### config.mk
export PLATFORM = sky130hd
export DESIGN_NAME = mem_stage
export DESIGN_NICKNAME = d
export VERILOG_FILES = /design/src/rtl/mem_pkg.sv /design/src/rtl/mem_stage.sv
export VERILOG_INCLUDE_DIRS = /design/src /design/src/rtl
export SDC_FILE = /design/constraint.sdc
export NUM_CORES = 1
export LEC_CHECK = 0
export BUFFER_PORTS_ARGS = -buffer_cell sky130_fd_sc_hd__buf_2
export CAP_MARGIN = 10
export CORE_AREA = 8 8 190 192
export DETAILED_ROUTE_END_ITERATION = 7
export DIE_AREA = 0 0 198 200
export GPL_TIMING_DRIVEN = 0
export PLACE_DENSITY = 0.38
export SYNTH_ARGS = -nofsm -noshare
export SYNTH_HDL_FRONTEND = slang
export SYNTH_SLANG_ARGS = --single-unit
export TNS_END_PERCENT = 50
### constraint.sdc
create_clock -name vclk -period 4.2
set_input_delay 0 -clock vclk [all_inputs]
set_output_delay 0 -clock vclk [all_outputs]
set_load 0.1 [all_outputs]
### src/rtl/mem_consts.svh
`ifndef MEM_CONSTS_SVH
`define MEM_CONSTS_SVH

// datapath widths.
`define DATA_W      32
`define REG_AW      5
`define CSR_AW      14
`define CNT_W       64

// data ram is word addressed.
`define RAM_AW      8

// csr numbers.
`define CSR_CRMD    14'h000
`define CSR_ESTAT   14'h005
`define CSR_SAVE0   14'h030
`define CSR_SAVE1   14'h031
`define CSR_SAVE2   14'h032
`define CSR_SAVE3   14'h033
`define CSR_TID     14'h040

// reset values.
`define CRMD_RESET  32'h0000_0008
`define TID_RESET   32'h0000_0042

`endif

### src/rtl/mem_pkg.sv
`include "mem_consts.svh"

package mem_pkg;

    typedef logic [`CSR_AW-1:0] csr_addr_t;

    typedef enum logic [4:0] {
        NOP     = 5'd0,
        ALU     = 5'd1,   // result passes straight through.
        LD_B    = 5'd2,
        LD_BU   = 5'd3,
        LD_H    = 5'd4,
        LD_HU   = 5'd5,
        LD_W    = 5'd6,
        ST_B    = 5'd7,
        ST_H    = 5'd8,
        ST_W    = 5'd9,
        CSRRD   = 5'd10,
        CSRWR   = 5'd11,
        CSRXCHG = 5'd12,
        RDCNTID = 5'd13,
        RDCNTVL = 5'd14,
        RDCNTVH = 5'd15
    } aluop_t;

    // execute to memory payload.
    typedef struct packed {
        logic               valid;
        aluop_t             op;
        logic [`DATA_W-1:0] mem_addr;
        logic [`DATA_W-1:0] st_data;
        logic               rd_en;
        logic [`REG_AW-1:0] rd_addr;
        logic [`DATA_W-1:0] rd_data;
        csr_addr_t          csr_addr;
        logic [`DATA_W-1:0] csr_wdata;
        logic [`DATA_W-1:0] csr_mask;
    } ex_mem_t;

    // memory to writeback payload.
    typedef struct packed {
        logic               valid;
        logic               rd_en;
        logic [`REG_AW-1:0] rd_addr;
        logic [`DATA_W-1:0] rd_data;
        logic               csr_we;
        csr_addr_t          csr_addr;
        logic [`DATA_W-1:0] csr_wdata;
    } mem_wb_t;

endpackage

### src/rtl/mem_stage.sv
`timescale 1ns/10ps
`include "mem_consts.svh"

module mem_stage (
    input  mem_pkg::ex_mem_t   ex_mem,
    output logic               pause,
    output mem_pkg::mem_wb_t   mem_wb,
    output logic               wb_cyc,
    output logic               wb_stb,
    output logic               wb_we,
    output logic [`RAM_AW-1:0] wb_adr,
    output logic [3:0]         wb_sel,
    output logic [`DATA_W-1:0] wb_dat_w,
    input  logic [`DATA_W-1:0] wb_dat_r,
    input  logic               wb_ack,
    output mem_pkg::csr_addr_t csr_rd_addr,
    input  logic [`DATA_W-1:0] csr_rd_data,
    input  logic               fwd_we,
    input  mem_pkg::csr_addr_t fwd_addr,
    input  logic [`DATA_W-1:0] fwd_data,
    input  logic [`CNT_W-1:0]  cnt
);
    import mem_pkg::*;

    logic               is_load;
    logic               is_store;
    logic               mem_req;
    logic               csr_rd_en;
    logic               csr_wr;
    logic [7:0]         ld_byte;
    logic [15:0]        ld_half;
    logic               half_ok;
    logic [`DATA_W-1:0] load_data;
    logic [`DATA_W-1:0] csr_old;
    logic [`DATA_W-1:0] rd_result;

    assign is_load  = ex_mem.op inside {LD_B, LD_BU, LD_H, LD_HU, LD_W};
    assign is_store = ex_mem.op inside {ST_B, ST_H, ST_W};
    assign mem_req  = ex_mem.valid && (is_load || is_store);

    // request held until the slave acks.
    assign wb_cyc = mem_req;
    assign wb_stb = mem_req;
    assign wb_we  = mem_req && is_store;
    assign wb_adr = ex_mem.mem_addr[`RAM_AW+1:2];
    assign pause  = mem_req && !wb_ack;

    always_comb begin
        case (ex_mem.op)
            ST_B: begin
                wb_sel   = 4'b0001 << ex_mem.mem_addr[1:0];
                wb_dat_w = {4{ex_mem.st_data[7:0]}};
            end
            ST_H: begin
                wb_sel   = ex_mem.mem_addr[1] ? 4'b1100 : 4'b0011;
                wb_dat_w = {2{ex_mem.st_data[15:0]}};
            end
            default: begin
                wb_sel   = 4'b1111;   // word store and all loads.
                wb_dat_w = ex_mem.st_data;
            end
        endcase
    end

    // lane pick from the returned word.
    assign ld_byte = wb_dat_r[8*ex_mem.mem_addr[1:0] +: 8];
    assign ld_half = ex_mem.mem_addr[1] ? wb_dat_r[31:16] : wb_dat_r[15:0];
    assign half_ok = !ex_mem.mem_addr[0];

    always_comb begin
        case (ex_mem.op)
            LD_B:    load_data = {{24{ld_byte[7]}}, ld_byte};
            LD_BU:   load_data = {24'b0, ld_byte};
            LD_H:    load_data = half_ok ? {{16{ld_half[15]}}, ld_half} : '0;
            LD_HU:   load_data = half_ok ? {16'b0, ld_half} : '0;
            default: load_data = wb_dat_r;
        endcase
    end

    // rdcntid reads tid through the normal csr port.
    assign csr_rd_en   = ex_mem.op inside {CSRRD, CSRWR, CSRXCHG, RDCNTID};
    assign csr_wr      = ex_mem.valid && (ex_mem.op inside {CSRWR, CSRXCHG});
    assign csr_rd_addr = (ex_mem.op == RDCNTID) ? `CSR_TID : ex_mem.csr_addr;

    // a write sitting in writeback commits only at the next edge.
    assign csr_old = (fwd_we && fwd_addr == csr_rd_addr) ? fwd_data : csr_rd_data;

    always_comb begin
        if (is_load) begin
            rd_result = load_data;
        end else if (csr_rd_en) begin
            rd_result = csr_old;
        end else begin
            case (ex_mem.op)
                RDCNTVL: rd_result = cnt[31:0];
                RDCNTVH: rd_result = cnt[63:32];
                default: rd_result = ex_mem.rd_data;
            endcase
        end
    end

    always_comb begin
        mem_wb.valid    = ex_mem.valid;
        mem_wb.rd_en    = ex_mem.rd_en && !is_store;   // stores never write rd.
        mem_wb.rd_addr  = ex_mem.rd_addr;
        mem_wb.rd_data  = rd_result;
        mem_wb.csr_we   = csr_wr;
        mem_wb.csr_addr = ex_mem.csr_addr;
        if (ex_mem.op == CSRXCHG) begin
            mem_wb.csr_wdata = (csr_old & ~ex_mem.csr_mask)
                             | (ex_mem.csr_wdata & ex_mem.csr_mask);
        end else begin
            mem_wb.csr_wdata = ex_mem.csr_wdata;
        end
    end

endmodule

==> results.yml <==
status:
  status: "completed"
power:
  irDropWorstVdd_v: 0.0000985
  combPwrFrac_pct: 100.0
  power.share.clock_pct: 0
  power.leakage_nw: 3.68
  finalPower_mw: 1.42
  seqPwrFrac_pct: 0
  switching_share_pct: 77.7
  p_int_mw: 0.316
  power_density_nw_per_um2: 213
  power.net_switching_mw: 1.10
sta:
  period_share_pct: 70.5
  period_minus_slack_ns: 2.96
  hold_violations: 0
  slew_violations: 0
  tightest_slew_ns: 1.12
  max_freq_mhz: 338
  rsz0062_at_grt: "no"
  fin_tns_setup_ns: 0
  finalSetupViolCount: 0
  max_slew_margin_pct: 25.4
run:
  maxCapViolations: 0
synth:
  synth_top_cell_by_area: "mux2i_1"
  synthesis.area_um2: 3700
  yosysWarnings: 0
  syn_inst: 621
  syn_avg_cell_area_um2: 5.96
  yosysSeqAreaShare_pct: 0
  yosysUniqueCellTypes: 52
  synth_nets: 983
  synthTopCellsByArea: "mux2i_1, a21oi_1, nor2_1"
  netlist.area_leader.share_pct: 14.3
place:
  dp_hpwl_um: 30700
  placed_cells: 1542
  place_area_um2: 6630
  portBuffers: 473
  routabilityCongestion: 0.884
routing:
  post_drt_via_cell_ratio: 4.18
  vias: 6449
  drtPass1Iterations: 7
  drt_iter0_drc: 370
  wirelength_um: 33800
  post-route-drc-count: 0
  ant_nets: 0
  routedWlPerCell_um: 21.9
die:
  rows: 67
  core_um2: 33100
  dieArea_um2: 39600
  dieHeight_um: 200
  fp.dieW_um: 198
  initial_utilization_pct: 11.2
  ios: 510
worst_setup_path:
  crit_fanout: 10
  critical_path_class: "input port to primary output"
  end_kind: "primary output"
  start_kind: "input port"
  crit_required_ns: 4.20
  crit_arrival_ns: 2.96
global_routing:
  grt-ovfl-total: 0
  grt_pass1_wl_um: 45400
  grt_max_degree: 11
  grt_pass1_vias: 6899
  antenna_found_initial: 4
  grt_use_total_pct: 15.4
cells_and_area:
  clock_buffers: 0
  finish.utilization_pct: 20.0
  seqCellArea_um2: 0
  postLayoutCellArea_um2: 6640
  n_sequential_cell: 0
  drive_gt1_share_pct: 49.8
  finalNetCount: 1458
  area_delta_synth_final_pct: 79.4
  layoutNonFillerInstCount: 1544
cts:
  postCtsSetupBuffers: 0
  cts_hold_buf: 0
  cts_resized: 0
worst_hold_path:
  min_path_type: "input port to primary output"
  min_path_cells: 2
metal layers:
layer	vias up	global-route usage, %	wire [um]
met4	6	3.13	677
met1	2876	15.3	11500
met2	384	31.4	18300
met3	26	4.36	3320
li1	3157	-	-
met5	-	0	46
through the flow:
| stage | hold WS [ns] | setup slack, ns |
|---|---|---|
| floorplan | 0.212 | 0.961 |
| global placement | 0.386 | 1.13 |
| detailed placement | 0.385 | 1.17 |
| CTS | 0.386 | 1.17 |
| global route | 0.389 | 0.981 |
| finish | 0.385 | 1.24 |
layout by cell type, fill, tap and decap left out, types with 8 or more instances in the layout:
| master | Yosys | final |
|---|---|---|
| clkbuf_1 | 33 | 33 |
| o22ai_1 | 10 | 10 |
| nor2b_1 | 13 | 13 |
| buf_2 | 7 | 480 |
| a22oi_1 | 23 | 23 |
| and2_1 | 13 | 13 |
| a21oi_1 | 83 | 83 |
| o21ai_0 | 32 | 32 |
| nor2_1 | 104 | 104 |
| o21ai_1 | 16 | 16 |
| a221oi_1 | 8 | 8 |
| mux2_2 | 8 | 8 |
| inv_1 | 45 | 45 |
| buf_4 | 38 | 38 |
| a222oi_1 | 21 | 21 |
| mux2i_1 | 53 | 53 |
| nand2_1 | 49 | 49 |
layout make-up:
cell class,instances,area [um2]
timing repair buffer,473,2370
multi-input combinational,493,3030
antenna,2,5.00
fill,3887,26500
inverter,45,169
tap,448,561
buffer,83,504
cells in the mapped netlist (2+ instances only):
master     count
mux2_2         8
buf_4         38
and2_1        13
o22ai_1       10
a21oi_1       83
nor3_2         2
nor2b_1       13
a22oi_1       23
nor3b_1        3
nor4_1         5
nand2b_1       2
mux2i_1       53
xnor2_1        2
o21ai_0       32
o21ai_1       16
nor3_1         6
or3_1          2
a2111oi_0      5
buf_8          3
a221oi_1       8
inv_1         45
nand3_1        4
a31oi_1        6
buf_2          7
clkbuf_1      33
a222oi_1      21
nand2_1       49
nor2_1       104
or2_2          2
critical path: stages:
cell,delay (ns)
buf_2,0.15
clkbuf_1,0.40
nand4b_1,0.39
clkbuf_1,0.50
nor2_1,0.11
a211oi_1,0.26
o21ai_0,0.11
a221oi_1,0.60
a21oi_1,0.10
buf_2,0.33
logic make-up (layout without fill, tap and decap cells):
| logic type | count (synthesis) | after routing | synth area share [%] |
|---|---|---|---|
| other | 0 | 2 | 0 |
| multiplexers | 62 | 62 | 17.4 |
| AND/OR/NAND/NOR | 213 | 213 | 26.3 |
| XOR/XNOR | 3 | 3 | 0.710 |
| buffers and inverters | 128 | 601 | 18.2 |
| AO/OA/AOI/OAI | 215 | 215 | 37.4 |
power by group through the flow:
stage / clock network (mW) / logic, mW / registers [mW]
2_1_floorplan: 0 / 1.02 / 0
3_3_place_gp: 0 / 1.44 / 0
3_5_place_dp: 0 / 1.43 / 0
4_1_cts: 0 / 1.44 / 0
5_1_grt: 0.0000000319 / 1.49 / 0
6_report: 0.0000000639 / 1.42 / 0
worst paths after layout:
check	start	end
setup / recovery	ex_mem[184]	mem_wb[60]
hold / removal	ex_mem[156]	wb_adr[6]
(Power assumes the default switching activity.)
