--- config.mk ---
export PLATFORM = sky130hd
export DESIGN_NAME = csr_file
export DESIGN_NICKNAME = d
export VERILOG_FILES = /design/src/rtl/mem_pkg.sv /design/src/rtl/csr_file.sv
export VERILOG_INCLUDE_DIRS = /design/src /design/src/rtl
export SDC_FILE = /design/constraint.sdc
export NUM_CORES = 1
export LEC_CHECK = 0
export ABC_AREA = 1
export BUFFER_PORTS_ARGS = -buffer_cell sky130_fd_sc_hd__buf_4
export CAP_MARGIN = 10
export CORE_ASPECT_RATIO = 0.8
export CORE_MARGIN = 4
export CORE_UTILIZATION = 50
export DETAILED_ROUTE_END_ITERATION = 10
export GPL_TIMING_DRIVEN = 0
export PLACE_DENSITY_LB_ADDON = 0.2
export REMOVE_ABC_BUFFERS = 1
export SLEW_MARGIN = 30
export SYNTH_ARGS = -nofsm -noshare
export SYNTH_HDL_FRONTEND = slang
export SYNTH_SLANG_ARGS = --single-unit
--- constraint.sdc ---
create_clock -name clk -period 1.5 [get_ports clk]
set_input_delay 0.15 -clock clk [delete_from_list [all_inputs] [get_ports clk]]
set_output_delay 0.15 -clock clk [all_outputs]
set_load 0.005 [all_outputs]
--- src/rtl/mem_consts.svh ---
`ifndef MEM_CONSTS_SVH
`define MEM_CONSTS_SVH

// datapath widths.
`define DATA_W      32
`define REG_AW      5
`define CSR_AW      14
`define CNT_W       64

// data ram is word addressed.
`define RAM_AW      8

// csr numbers.
`define CSR_CRMD    14'h000
`define CSR_ESTAT   14'h005
`define CSR_SAVE0   14'h030
`define CSR_SAVE1   14'h031
`define CSR_SAVE2   14'h032
`define CSR_SAVE3   14'h033
`define CSR_TID     14'h040

// reset values.
`define CRMD_RESET  32'h0000_0008
`define TID_RESET   32'h0000_0042

`endif

--- src/rtl/mem_pkg.sv ---
`include "mem_consts.svh"

package mem_pkg;

    typedef logic [`CSR_AW-1:0] csr_addr_t;

    typedef enum logic [4:0] {
        NOP     = 5'd0,
        ALU     = 5'd1,   // result passes straight through.
        LD_B    = 5'd2,
        LD_BU   = 5'd3,
        LD_H    = 5'd4,
        LD_HU   = 5'd5,
        LD_W    = 5'd6,
        ST_B    = 5'd7,
        ST_H    = 5'd8,
        ST_W    = 5'd9,
        CSRRD   = 5'd10,
        CSRWR   = 5'd11,
        CSRXCHG = 5'd12,
        RDCNTID = 5'd13,
        RDCNTVL = 5'd14,
        RDCNTVH = 5'd15
    } aluop_t;

    // execute to memory payload.
    typedef struct packed {
        logic               valid;
        aluop_t             op;
        logic [`DATA_W-1:0] mem_addr;
        logic [`DATA_W-1:0] st_data;
        logic               rd_en;
        logic [`REG_AW-1:0] rd_addr;
        logic [`DATA_W-1:0] rd_data;
        csr_addr_t          csr_addr;
        logic [`DATA_W-1:0] csr_wdata;
        logic [`DATA_W-1:0] csr_mask;
    } ex_mem_t;

    // memory to writeback payload.
    typedef struct packed {
        logic               valid;
        logic               rd_en;
        logic [`REG_AW-1:0] rd_addr;
        logic [`DATA_W-1:0] rd_data;
        logic               csr_we;
        csr_addr_t          csr_addr;
        logic [`DATA_W-1:0] csr_wdata;
    } mem_wb_t;

endpackage

--- src/rtl/csr_file.sv ---
`timescale 1ns/10ps
`include "mem_consts.svh"

module csr_file (
    input  logic               clk,
    input  logic               arst_n,
    input  mem_pkg::csr_addr_t rd_addr,
    output logic [`DATA_W-1:0] rd_data,
    input  logic               we,
    input  mem_pkg::csr_addr_t wr_addr,
    input  logic [`DATA_W-1:0] wr_data,
    output logic [`CNT_W-1:0]  cnt
);

    logic [`DATA_W-1:0] crmd;
    logic [`DATA_W-1:0] save [4];
    logic [`DATA_W-1:0] tid;

    always_comb begin
        case (rd_addr)
            `CSR_CRMD:  rd_data = crmd;
            `CSR_ESTAT: rd_data = '0;       // no interrupt sources here.
            `CSR_SAVE0: rd_data = save[0];
            `CSR_SAVE1: rd_data = save[1];
            `CSR_SAVE2: rd_data = save[2];
            `CSR_SAVE3: rd_data = save[3];
            `CSR_TID:   rd_data = tid;
            default:    rd_data = '0;
        endcase
    end

    always_ff @(posedge clk or negedge arst_n) begin
        if (!arst_n) begin
            crmd <= `CRMD_RESET;
            save <= '{default: '0};
            tid  <= `TID_RESET;
        end else if (we) begin
            case (wr_addr)
                `CSR_CRMD:  crmd    <= wr_data;
                `CSR_SAVE0: save[0] <= wr_data;
                `CSR_SAVE1: save[1] <= wr_data;
                `CSR_SAVE2: save[2] <= wr_data;
                `CSR_SAVE3: save[3] <= wr_data;
                `CSR_TID:   tid     <= wr_data;
                default: ;                      // estat and unknown ignore writes.
            endcase
        end
    end

    // stable counter.
    always_ff @(posedge clk or negedge arst_n) begin
        if (!arst_n) begin
            cnt <= '0;
        end else begin
            cnt <= cnt + 1'b1;
        end
    end

endmodule

==> metrics.md, run 1 <==
| Metric | Value |
|---|---|
| Slowest CP cell | or2_4 |
| FF-to-FF path depth | 8 |
| Period utilization | 1.21 |
| Finished Cell Area | 18,500 µm² |
| Worst-margin pin slew | about 0.88 ns |
| Fmax | between 0.5 and 0.6 GHz |
| Final nets | 2,028 |
| Final setup TNS | -13.97 ns |
| CTS tree | built |
| R2r startpoint | cnt[16] |
| # diodes | 0 |
| R2r endpoint | cnt[60] |
| RSZ-0062 raised after global routing | true |
| Die Width | approximately 190 µm |
| Setup-failing EPs final | about 140 |
| Cells after DPL | between 2,000 and 2,500 |
| Crit path largest cell delay | approximately 0.25 ns |
| Die Y | between 150 and 200 µm |
| CP max FO | 6 |
| CP Class | input pin to output port |
| Total number of vias | 13,457 |
| Row Count | 52 |
| Vias/cell | ~6 |
| Mean Syn Cell Area | between 7 and 8 µm² |
| Share of layout cells above drive strength 1 | 0.298 |
| Clock latency on the worst-skew pair | between 0.5 and 0.6 ns |
| Most frequent cells in the layout | nand2_1 (455), dfrtp_1 (222), o21ai_1 (217) |
| Min Tclk post-route | between 1.5 and 2 ns |
| Clock transition at path regs | around 0.070 ns |
| # H-tree levels | 1 |
| Failing checks | negative setup slack |
| Sink Count | roughly 260 |
| Post-synthesis cell type count | 28 |
| Area after DPL | 14,600 µm² |
| Root Driver | clkbuf_16 |
| DR DRC count | 0 |
| Status | complete, but fails checks |
| PortBufs | ~160 |
| Synth warn | 0 |
| Critical Path Most Common Cell | buf_6 |
| Commonest non-fill, non-tap cell in the layout | nand2_1 |
| Crit. End Element | output port |
| Area of the core | approximately 25,000 µm² |
| Fin. max-slew vios | 0 |
| Final worst slack | -0.315 ns |
| Non-Filler Instances | 2,309 |
| Clk_skew | about 0.016 ns |
| Worst-path cell chain | buf_6 > or2_4 > nor2_4 > clkbuf_16 > buf_16 > nand3_4 > o21ai_2 > inv_1 > nand2_2 > buf_6 |
| Gpl congestion | between 0.9 and 1 |
| Vias in the first global route | approximately 12,000 |
| Critical Path Source Type | input pin |
| Max-cap violations | 0 |
| Post-Synthesis Cells | about 1,700 |
| Hold slack | 0.124 ns |
| Power Dens Cells | 824 nW/µm² |
| Register area share after synthesis | 0.497 |
| Worst reg-to-reg setup slack | -0.09 ns |
| Yosys reg bits | 256 |
| Min-delay worst type | input pin to asynchronous set/reset pin |
| First-pass GRT wire length | just under 70,000 µm |
| Ports | ~160 |
| Die area | 28,400 µm² |
| CP required | between 1 and 1.5 ns |
| DRT Wirelength | about 47,000 µm |
| First drt pass iteration count | 5 |
| Initial antenna violation count | 0 |
| DR WL/cell | about 20 µm |
| Iteration-0 DRC Markers | between 1,000 and 1,500 |
| Synthesized area | 12,900 µm² |
| Final Hold Vio Count | 0 |
| Initial core utilization | 0.509 |
| Critical Path AT | ~1.7 ns |
| Clock buffer depth | 3 |
| Synth-to-layout area growth | 43.1% |
| Peak supply drop | ~0.0009 V |
| LEAKAGE | roughly 8.5 nW |
| Largest net degree at the start of global routing | 80 |
| Global route overflow | 0 |
| Final HPWL DP | between 20,000 and 25,000 µm |
| Gr usage total | 0.295 |
| Max-slew headroom | 0.414 |
| Total CTS buffers | 27 |
| Routed Antenna Nets | 0 |
through the flow:
stage	setup WS (ns)	power (mW)	utilization
2_1_floorplan	-1.88	7.18	-
3_5_place_dp	-1.30	7.63	0.578
3_3_place_gp	-4.39	7.53	0.554
5_1_grt	-0.362	15.6	0.729
4_1_cts	-0.245	15.2	0.688
6_report	-0.315	15.2	0.729
cell families (layout without fill, tap and decap cells):
logic type | after synthesis | count (layout) | share of synthesized area
and+or+nand+nor | 909 | 918 | 0.307
DFF | 256 | 256 | 0.497
AOI/OAI and AO/OA | 244 | 244 | 0.0947
buffers and inverters | 233 | 535 | 0.0791
xor gates and xnor gates | 31 | 31 | 0.0211
adders and majority gates | 1 | 1 | 0.000970
report_power, final:
group          leakage (nW)  switching, mW  internal [mW]
registers              3.50        0.00366           6.91
clock network         0.478           2.93           4.52
logic                  4.48          0.488          0.354
synth_stat cells:
cell      count  area share
xor2_1       11      0.0075
nand2_2       3      0.0015
buf_1         1     0.00029
clkinv_2      1     0.00039
ha_1          1     0.00097
inv_2         1     0.00029
dfrtp_1     253        0.49
nor2_1      184       0.054
nor2_2        5      0.0024
clkbuf_1     11      0.0032
nand3_2       1     0.00078
dfstp_2       3      0.0061
nand4_1     139       0.067
buf_4        11      0.0064
clkinv_1      3     0.00087
xnor2_1      20       0.014
nand3b_1      6      0.0035
inv_1       143       0.042
nand2_1     512        0.15
nor3b_2       1     0.00097
o21ai_0      25      0.0097
nor2_4        2      0.0017
o21ai_1     219       0.085
nand3_4       4      0.0054
nand3_1      49       0.019
buf_6         4      0.0035
buf_2        58       0.023
or2_1         3      0.0015
worst max path at each step:
| stage | endpoint | from |
|---|---|---|
| detailed placement | rd_data[31] | rd_addr[9] |
| global route | save[39] | wr_addr[13] |
| floorplan | rd_data[0] | rd_addr[6] |
| CTS | rd_data[14] | rd_addr[8] |
| global placement | rd_data[29] | rd_addr[6] |
| finish | rd_data[5] | rd_addr[8] |
flip-flops by register name (all words and copies together) (netlist names):
| register | count |
|---|---|
| cnt | 64 |
| save | 128 |
| tid | 32 |
| crmd | 32 |
repair_timing:
action | 4_1_cts | 5_1_grt
setup buffers | 59 | 54
endpoints found under the hold margin | 269 | 0
setup endpoints to repair | 79 | 274
gates cloned | 21 | 5
hold buffers | 33 | 0
pin swaps | 58 | 79
gates resized for setup | 167 | 200
critical path, delay by kind of cell:
kind	cells	cell delay (ns)
simple gates	4	0.72
buf+inv	5	0.59
compound gates	1	0.19
area by class of cell:
| cell class | count | area [µm²] |
|---|---|---|
| inverter | 148 | 567 |
| sequential | 256 | 6450 |
| clock buffer | 37 | 783 |
| multi-input combinational | 1194 | 6420 |
| clock inverter | 13 | 205 |
| tap | 324 | 405 |
| fill | 1802 | 6860 |
| timing repair buffer | 337 | 3620 |
per-layer routing:
layer | routed length (µm) | vias up | global-route usage
li1 | - | 6082 | -
met1 | 19100 | 6410 | 0.431
met2 | 20900 | 832 | 0.454
met3 | 5240 | 133 | 0.0591
met4 | 1550 | 0 | 0.0814
met5 | 0 | - | 0
(Power assumes the default switching activity.)
==> run 2: changes to the inputs <==
Settings changed: ABC_CLOCK_PERIOD_IN_PS set to 1500, PLACE_DENSITY_LB_ADDON 0.2 to 0.1.
==> metrics.md, run 2 (synthesized netlist as in run 1, its figures left out) <==
| Metric | Value |
|---|---|
| Status | complete, but fails checks |
| Failing checks | negative setup slack |
| Comb pwr share | 0.053 |
| Initial core utilization | 0.509 |
| PortBufs | 158 |
| Final HPWL DP | between 20,000 and 25,000 µm |
| Fillers | ~1,900 |
| Total power | 14.8 mW |
| Buf/Inv on CP | 6 |
| RSZ-0062 raised after global routing | true |
| First drt pass iteration count | 5 |
| Max-cap violations | 0 |
| Crit path largest cell delay | 0.24 ns |
| Critical Path Source Type | input pin |
| Non-Filler Instances | 2,298 |
| Die Y | 152 µm |
| Gpl congestion | roughly 1 |
| Largest net degree at the start of global routing | 82 |
| DR WL/cell | around 21 µm |
| Min-delay worst type | input pin to asynchronous set/reset pin |
| CP required | approximately 1.4 ns |
| Worst-margin pin slew | roughly 0.56 ns |
| Max FFs per register | between 100 and 150 |
| Biggest regs | save x128, cnt x64 |
| Iteration-0 DRC Markers | 1,660 |
| Clock latency on the worst-skew pair | 0.54 ns |
| Share of layout cells above drive strength 1 | 0.290 |
| CTS tree | built |
| Clk_skew | ~0.011 ns |
| # diodes | 0 |
| Peak supply drop | about 0.00086 V |
| Worst-path cell chain | buf_6 > or2_4 > nor2_4 > buf_12 > buf_16 > buf_16 > nand3_4 > o21ai_1 > inv_1 > nand2_2 > buf_6 |
| CP Class | input pin to output port |
| Synth-to-layout area growth | 41.6% |
| Clock buffer depth | 3 |
| Power Dens Cells | about 810 nW/µm² |
| Final Hold Vio Count | 0 |
| Final nets | 2,018 |
| Clock power frac | 0.481 |
| Reg power frac | 0.467 |
| Cells after DPL | 2,093 |
| Switching Power | between 3 and 4 mW |
| Fin. max-slew vios | 0 |
| Pre-CTS setup slack | -1.33 ns |
| DRT Wirelength | between 40,000 and 50,000 µm |
| DR DRC count | 0 |
| Switching portion of total power | 0.226 |
| Internal | about 11 mW |
| Min Tclk post-route | approximately 1.8 ns |
| CP max FO | 7 |
| CP top delay family | simple AND/OR/NAND/NOR gates |
| Area after DPL | around 15,000 µm² |
| Vias/cell | between 5 and 6 |
| Root Driver | clkbuf_16 |
| Row Count | 52 |
| Final worst slack | -0.317 ns |
| Initial antenna violation count | 0 |
| Ports | ~160 |
| Fmax | 0.550 GHz |
| Max-slew headroom | 0.624 |
| Slowest CP cell | or2_4 |
| Period utilization | 1.21 |
| Gr usage total | 0.282 |
| Most frequent cells in the layout | nand2_1 (456), o21ai_1 (221), dfrtp_1 (220), buf_4 (220), inv_1 (141) |
| # H-tree levels | 1 |
| Global route overflow | 0 |
| LEAKAGE | ~8.3 nW |
| Setup-failing EPs final | 46 |
| Area of the core | ~25,000 µm² |
| Die Width | approximately 190 µm |
| Routed Antenna Nets | 0 |
| Fin util | 0.721 |
| Crit. End Element | output port |
| Total CTS buffers | 27 |
| Die area | ~28,000 µm² |
| First-pass GRT wire length | 64,900 µm |
| Critical Path AT | roughly 1.7 ns |
| Sink Count | between 200 and 300 |
| Commonest non-fill, non-tap cell in the layout | nand2_1 |
| Total number of vias | about 13,000 |
| Most flop-heavy register | save |
| Vias in the first global route | approximately 12,000 |
| Finished Cell Area | about 18,000 µm² |
| Clock transition at path regs | ~0.07 ns |
[run 2: area by class of cell]
cell class,count,area [µm²],share of cell area
clock inverters,14,181,0.00994
inverters,148,564,0.0309
multi-input cells,1200,6520,0.357
flip-flops and latches,256,6450,0.353
clock buffers,35,756,0.0414
repair buffers,321,3380,0.185
well taps,324,405,0.0222
[run 2: per-layer routing]
metal,up-vias,share of wire,GRT usage
met5,-,0,0
met4,0,0.025,0.0605
met3,119,0.12,0.0586
met2,842,0.43,0.410
met1,6418,0.42,0.438
li1,6093,-,-
[run 2: worst paths after layout]
path / startpoint / endpoint / slack [ns] / cells after the start
worst max register to register: cnt[15] / cnt[50] / -0.08 / 7
max in group asynchronous: arst_n / save[46] / 0.29 / 4
worst min register to register: tid[1] / tid[1] / 0.48 / 2
min in group clk: wr_addr[7] / tid[4] / 0.17 / 5
worst max-delay path: rd_addr[8] / rd_data[21] / -0.32 / 11
worst min-delay path: arst_n / cnt[2] / 0.08 / 2
[run 2: power by group through the flow]
| stage | Clock, mW | Combinational (mW) | Sequential, mW |
|---|---|---|---|
| after floorplan | 0 | 0.142 | 7.04 |
| after global placement | 0 | 0.491 | 7.04 |
| after detailed placement | 0 | 0.593 | 7.04 |
| after CTS | 7.14 | 0.744 | 6.91 |
| after global routing | 7.46 | 0.843 | 6.91 |
| final | 7.12 | 0.779 | 6.91 |
[run 2: what timing repair did]
item | 4_1_cts | 5_1_grt
hold buffers | 33 | 0
resized for setup | 133 | 193
pin swaps | 43 | 57
hold endpoints to repair | 362 | 0
buffers inserted | 46 | 52
endpoints found under the setup margin | 81 | 182
cloned | 12 | 17
[run 2: stage by stage]
step           hold WS [ns]  TNS [ns]
2_1_floorplan        -0.146    -80.52
3_3_place_gp          0.463   -766.16
3_5_place_dp         0.0597   -109.72
4_1_cts              0.0974     -5.75
5_1_grt               0.112    -11.86
6_report             0.0847     -8.19
==> run 3: changes to the inputs <==
Settings changed: BUFFER_PORTS_ARGS -buffer_cell sky130_fd_sc_hd__buf_4 to not set, DONT_BUFFER_PORTS set to 1.
==> metrics.md, run 3 (synthesized netlist as in run 1, its figures left out) <==
| Metric | Value |
|---|---|
| CTS tree | built |
| Biggest regs | save x128, cnt x64 |
| Area of the core | between 20,000 and 30,000 µm² |
| Total power | between 10 and 15 mW |
| Routed Antenna Nets | 0 |
| Failing checks | negative hold slack, negative setup slack |
| DRT Wirelength | 41,400 µm |
| Final HPWL DP | around 24,000 µm |
| Vias in the first global route | 10,797 |
| Area after DPL | around 13,000 µm² |
| Sink Count | roughly 260 |
| Die Width | roughly 190 µm |
| Critical Path Source Type | input pin |
| Worst-path cell chain | or2_4 > nor2_4 > clkbuf_16 > buf_16 > buf_16 > buf_16 > nand3_4 > o21ai_1 > inv_1 > nand2_2 |
| Total number of vias | between 10,000 and 15,000 |
| Setup-failing EPs final | 39 |
| Critical Path Most Common Cell | buf_16 |
| Ports | around 160 |
| Row Count | between 50 and 60 |
| Most flop-heavy register | save |
| Worst reg-to-reg setup slack | -0.09 ns |
| Gpl congestion | roughly 0.94 |
| Finished Cell Area | about 16,000 µm² |
| Final worst slack | -0.201 ns |
| Hold slack | -0.665 ns |
| Gr usage total | 0.272 |
| CP top delay family | simple AND/OR/NAND/NOR gates |
| # H-tree levels | 1 |
| Most frequent cells in the layout | nand2_1 (444), o21ai_1 (213), dfrtp_1 (203) |
| Peak supply drop | 0.000756 V |
| Max-slew headroom | 0.419 |
| Global route overflow | 0 |
| Commonest non-fill, non-tap cell in the layout | nand2_1 |
| Die area | between 20,000 and 30,000 µm² |
| Min Tclk post-route | about 1.7 ns |
| Min-delay worst type | input pin to asynchronous set/reset pin |
| Max FFs per register | approximately 130 |
| Buf/Inv on CP | 5 |
| R2r endpoint | cnt[48] |
| Root Driver | clkbuf_16 |
| Synth-to-layout area growth | 25.4% |
| Largest net degree at the start of global routing | ~260 |
| Status | complete, but fails checks |
| Die Y | approximately 150 µm |
| Crit path largest cell delay | approximately 0.24 ns |
| Share of layout cells above drive strength 1 | 0.215 |
| Period utilization | 1.13 |
| Clock latency on the worst-skew pair | ~0.53 ns |
| Fin. max-slew vios | 0 |
| Power Dens Cells | just under 900 nW/µm² |
| Fillers | 2,160 |
| First drt pass iteration count | 6 |
| DR WL/cell | ~20 µm |
| CP required | around 1.4 ns |
| RSZ-0062 raised after global routing | true |
| Final Hold Vio Count | about 260 |
| Final nets | ~1,800 |
| Max-cap violations | 0 |
| FF-to-FF path depth | 8 |
| DR DRC count | 0 |
| CP Class | input pin to output port |
| Slowest CP cell | or2_4 |
| R2r startpoint | cnt[0] |
| PortBufs | 0 |
| Fmax | roughly 0.59 GHz |
| Clk_skew | roughly 0.015 ns |
| Iteration-0 DRC Markers | ~1,200 |
| LEAKAGE | 7.10 nW |
| Worst-margin pin slew | between 0.8 and 0.9 ns |
| First-pass GRT wire length | 62,200 µm |
| CP max FO | 6 |
| Clock transition at path regs | ~0.060 ns |
| Vias/cell | 5.74 |
| Critical Path AT | between 1.5 and 2 ns |
| Initial core utilization | 0.509 |
| Initial antenna violation count | 2 |
| Clock buffer depth | 3 |
| Cts hold-fix bufs | 32 |
| Total CTS buffers | 27 |
| Crit. End Element | output port |
## run 3: per-stage QoR
| step | hold WS [ns] | util | instances | setup WS, ns | TNS [ns] |
|---|---|---|---|---|---|
| after floorplan | -0.146 | - | 1589 | -1.88 | -80.52 |
| after global placement | -0.127 | 0.507 | 1913 | -4.18 | -248.02 |
| after detailed placement | -0.131 | 0.528 | 1931 | -1.45 | -93.51 |
| after CTS | -0.691 | 0.610 | 2053 | -0.192 | -4.20 |
| after global routing | -0.688 | 0.639 | 2066 | -0.246 | -7.98 |
| final | -0.665 | 0.639 | 2066 | -0.201 | -4.44 |
## run 3: cell type report
class                           instances  area (µm²)  share of cell area
Tap cell                              324         405              0.0251
Inverter                              148         567              0.0351
Timing Repair Buffer                   98        1390              0.0861
Clock buffer                           36         749              0.0464
Multi-Input combinational cell       1191        6440               0.398
Sequential cell                       256        6470               0.400
Clock inverter                         12         140             0.00867
Antenna cell                            1        2.50            0.000155
## run 3: how the worst max path moves through the flow
stage	startpoint	to	slack (ns)	cells past startpoint
after global placement	rd_addr[6]	rd_data[29]	-4.18	7
after global routing	rd_addr[9]	rd_data[11]	-0.25	10
after floorplan	rd_addr[6]	rd_data[0]	-1.88	7
after detailed placement	rd_addr[9]	rd_data[24]	-1.45	10
final	rd_addr[9]	rd_data[28]	-0.20	10
after CTS	rd_addr[9]	rd_data[3]	-0.19	10
## run 3: repair_timing
item / 4_1_cts / 5_1_grt
gates resized for setup: 129 / 209
hold endpoints to repair: 448 / 256
pin swaps: 36 / 61
setup buffers: 31 / 11
gates cloned: 11 / 3
endpoints found under the setup margin: 80 / 94
## run 3: per-layer routing
metal | wire length (µm) | global-route usage | up-vias
li1 | - | - | 5587
met3 | 4160 | 0.0731 | 43
met1 | 19300 | 0.421 | 5719
met2 | 17400 | 0.390 | 500
met5 | 7 | 0 | -
met4 | 525 | 0.0440 | 2
## run 3: power breakdown
part | internal (mW) | switching [mW]
logic | 0.160 | 0.263
registers | 6.91 | 0.00350
clock network | 4.01 | 2.79
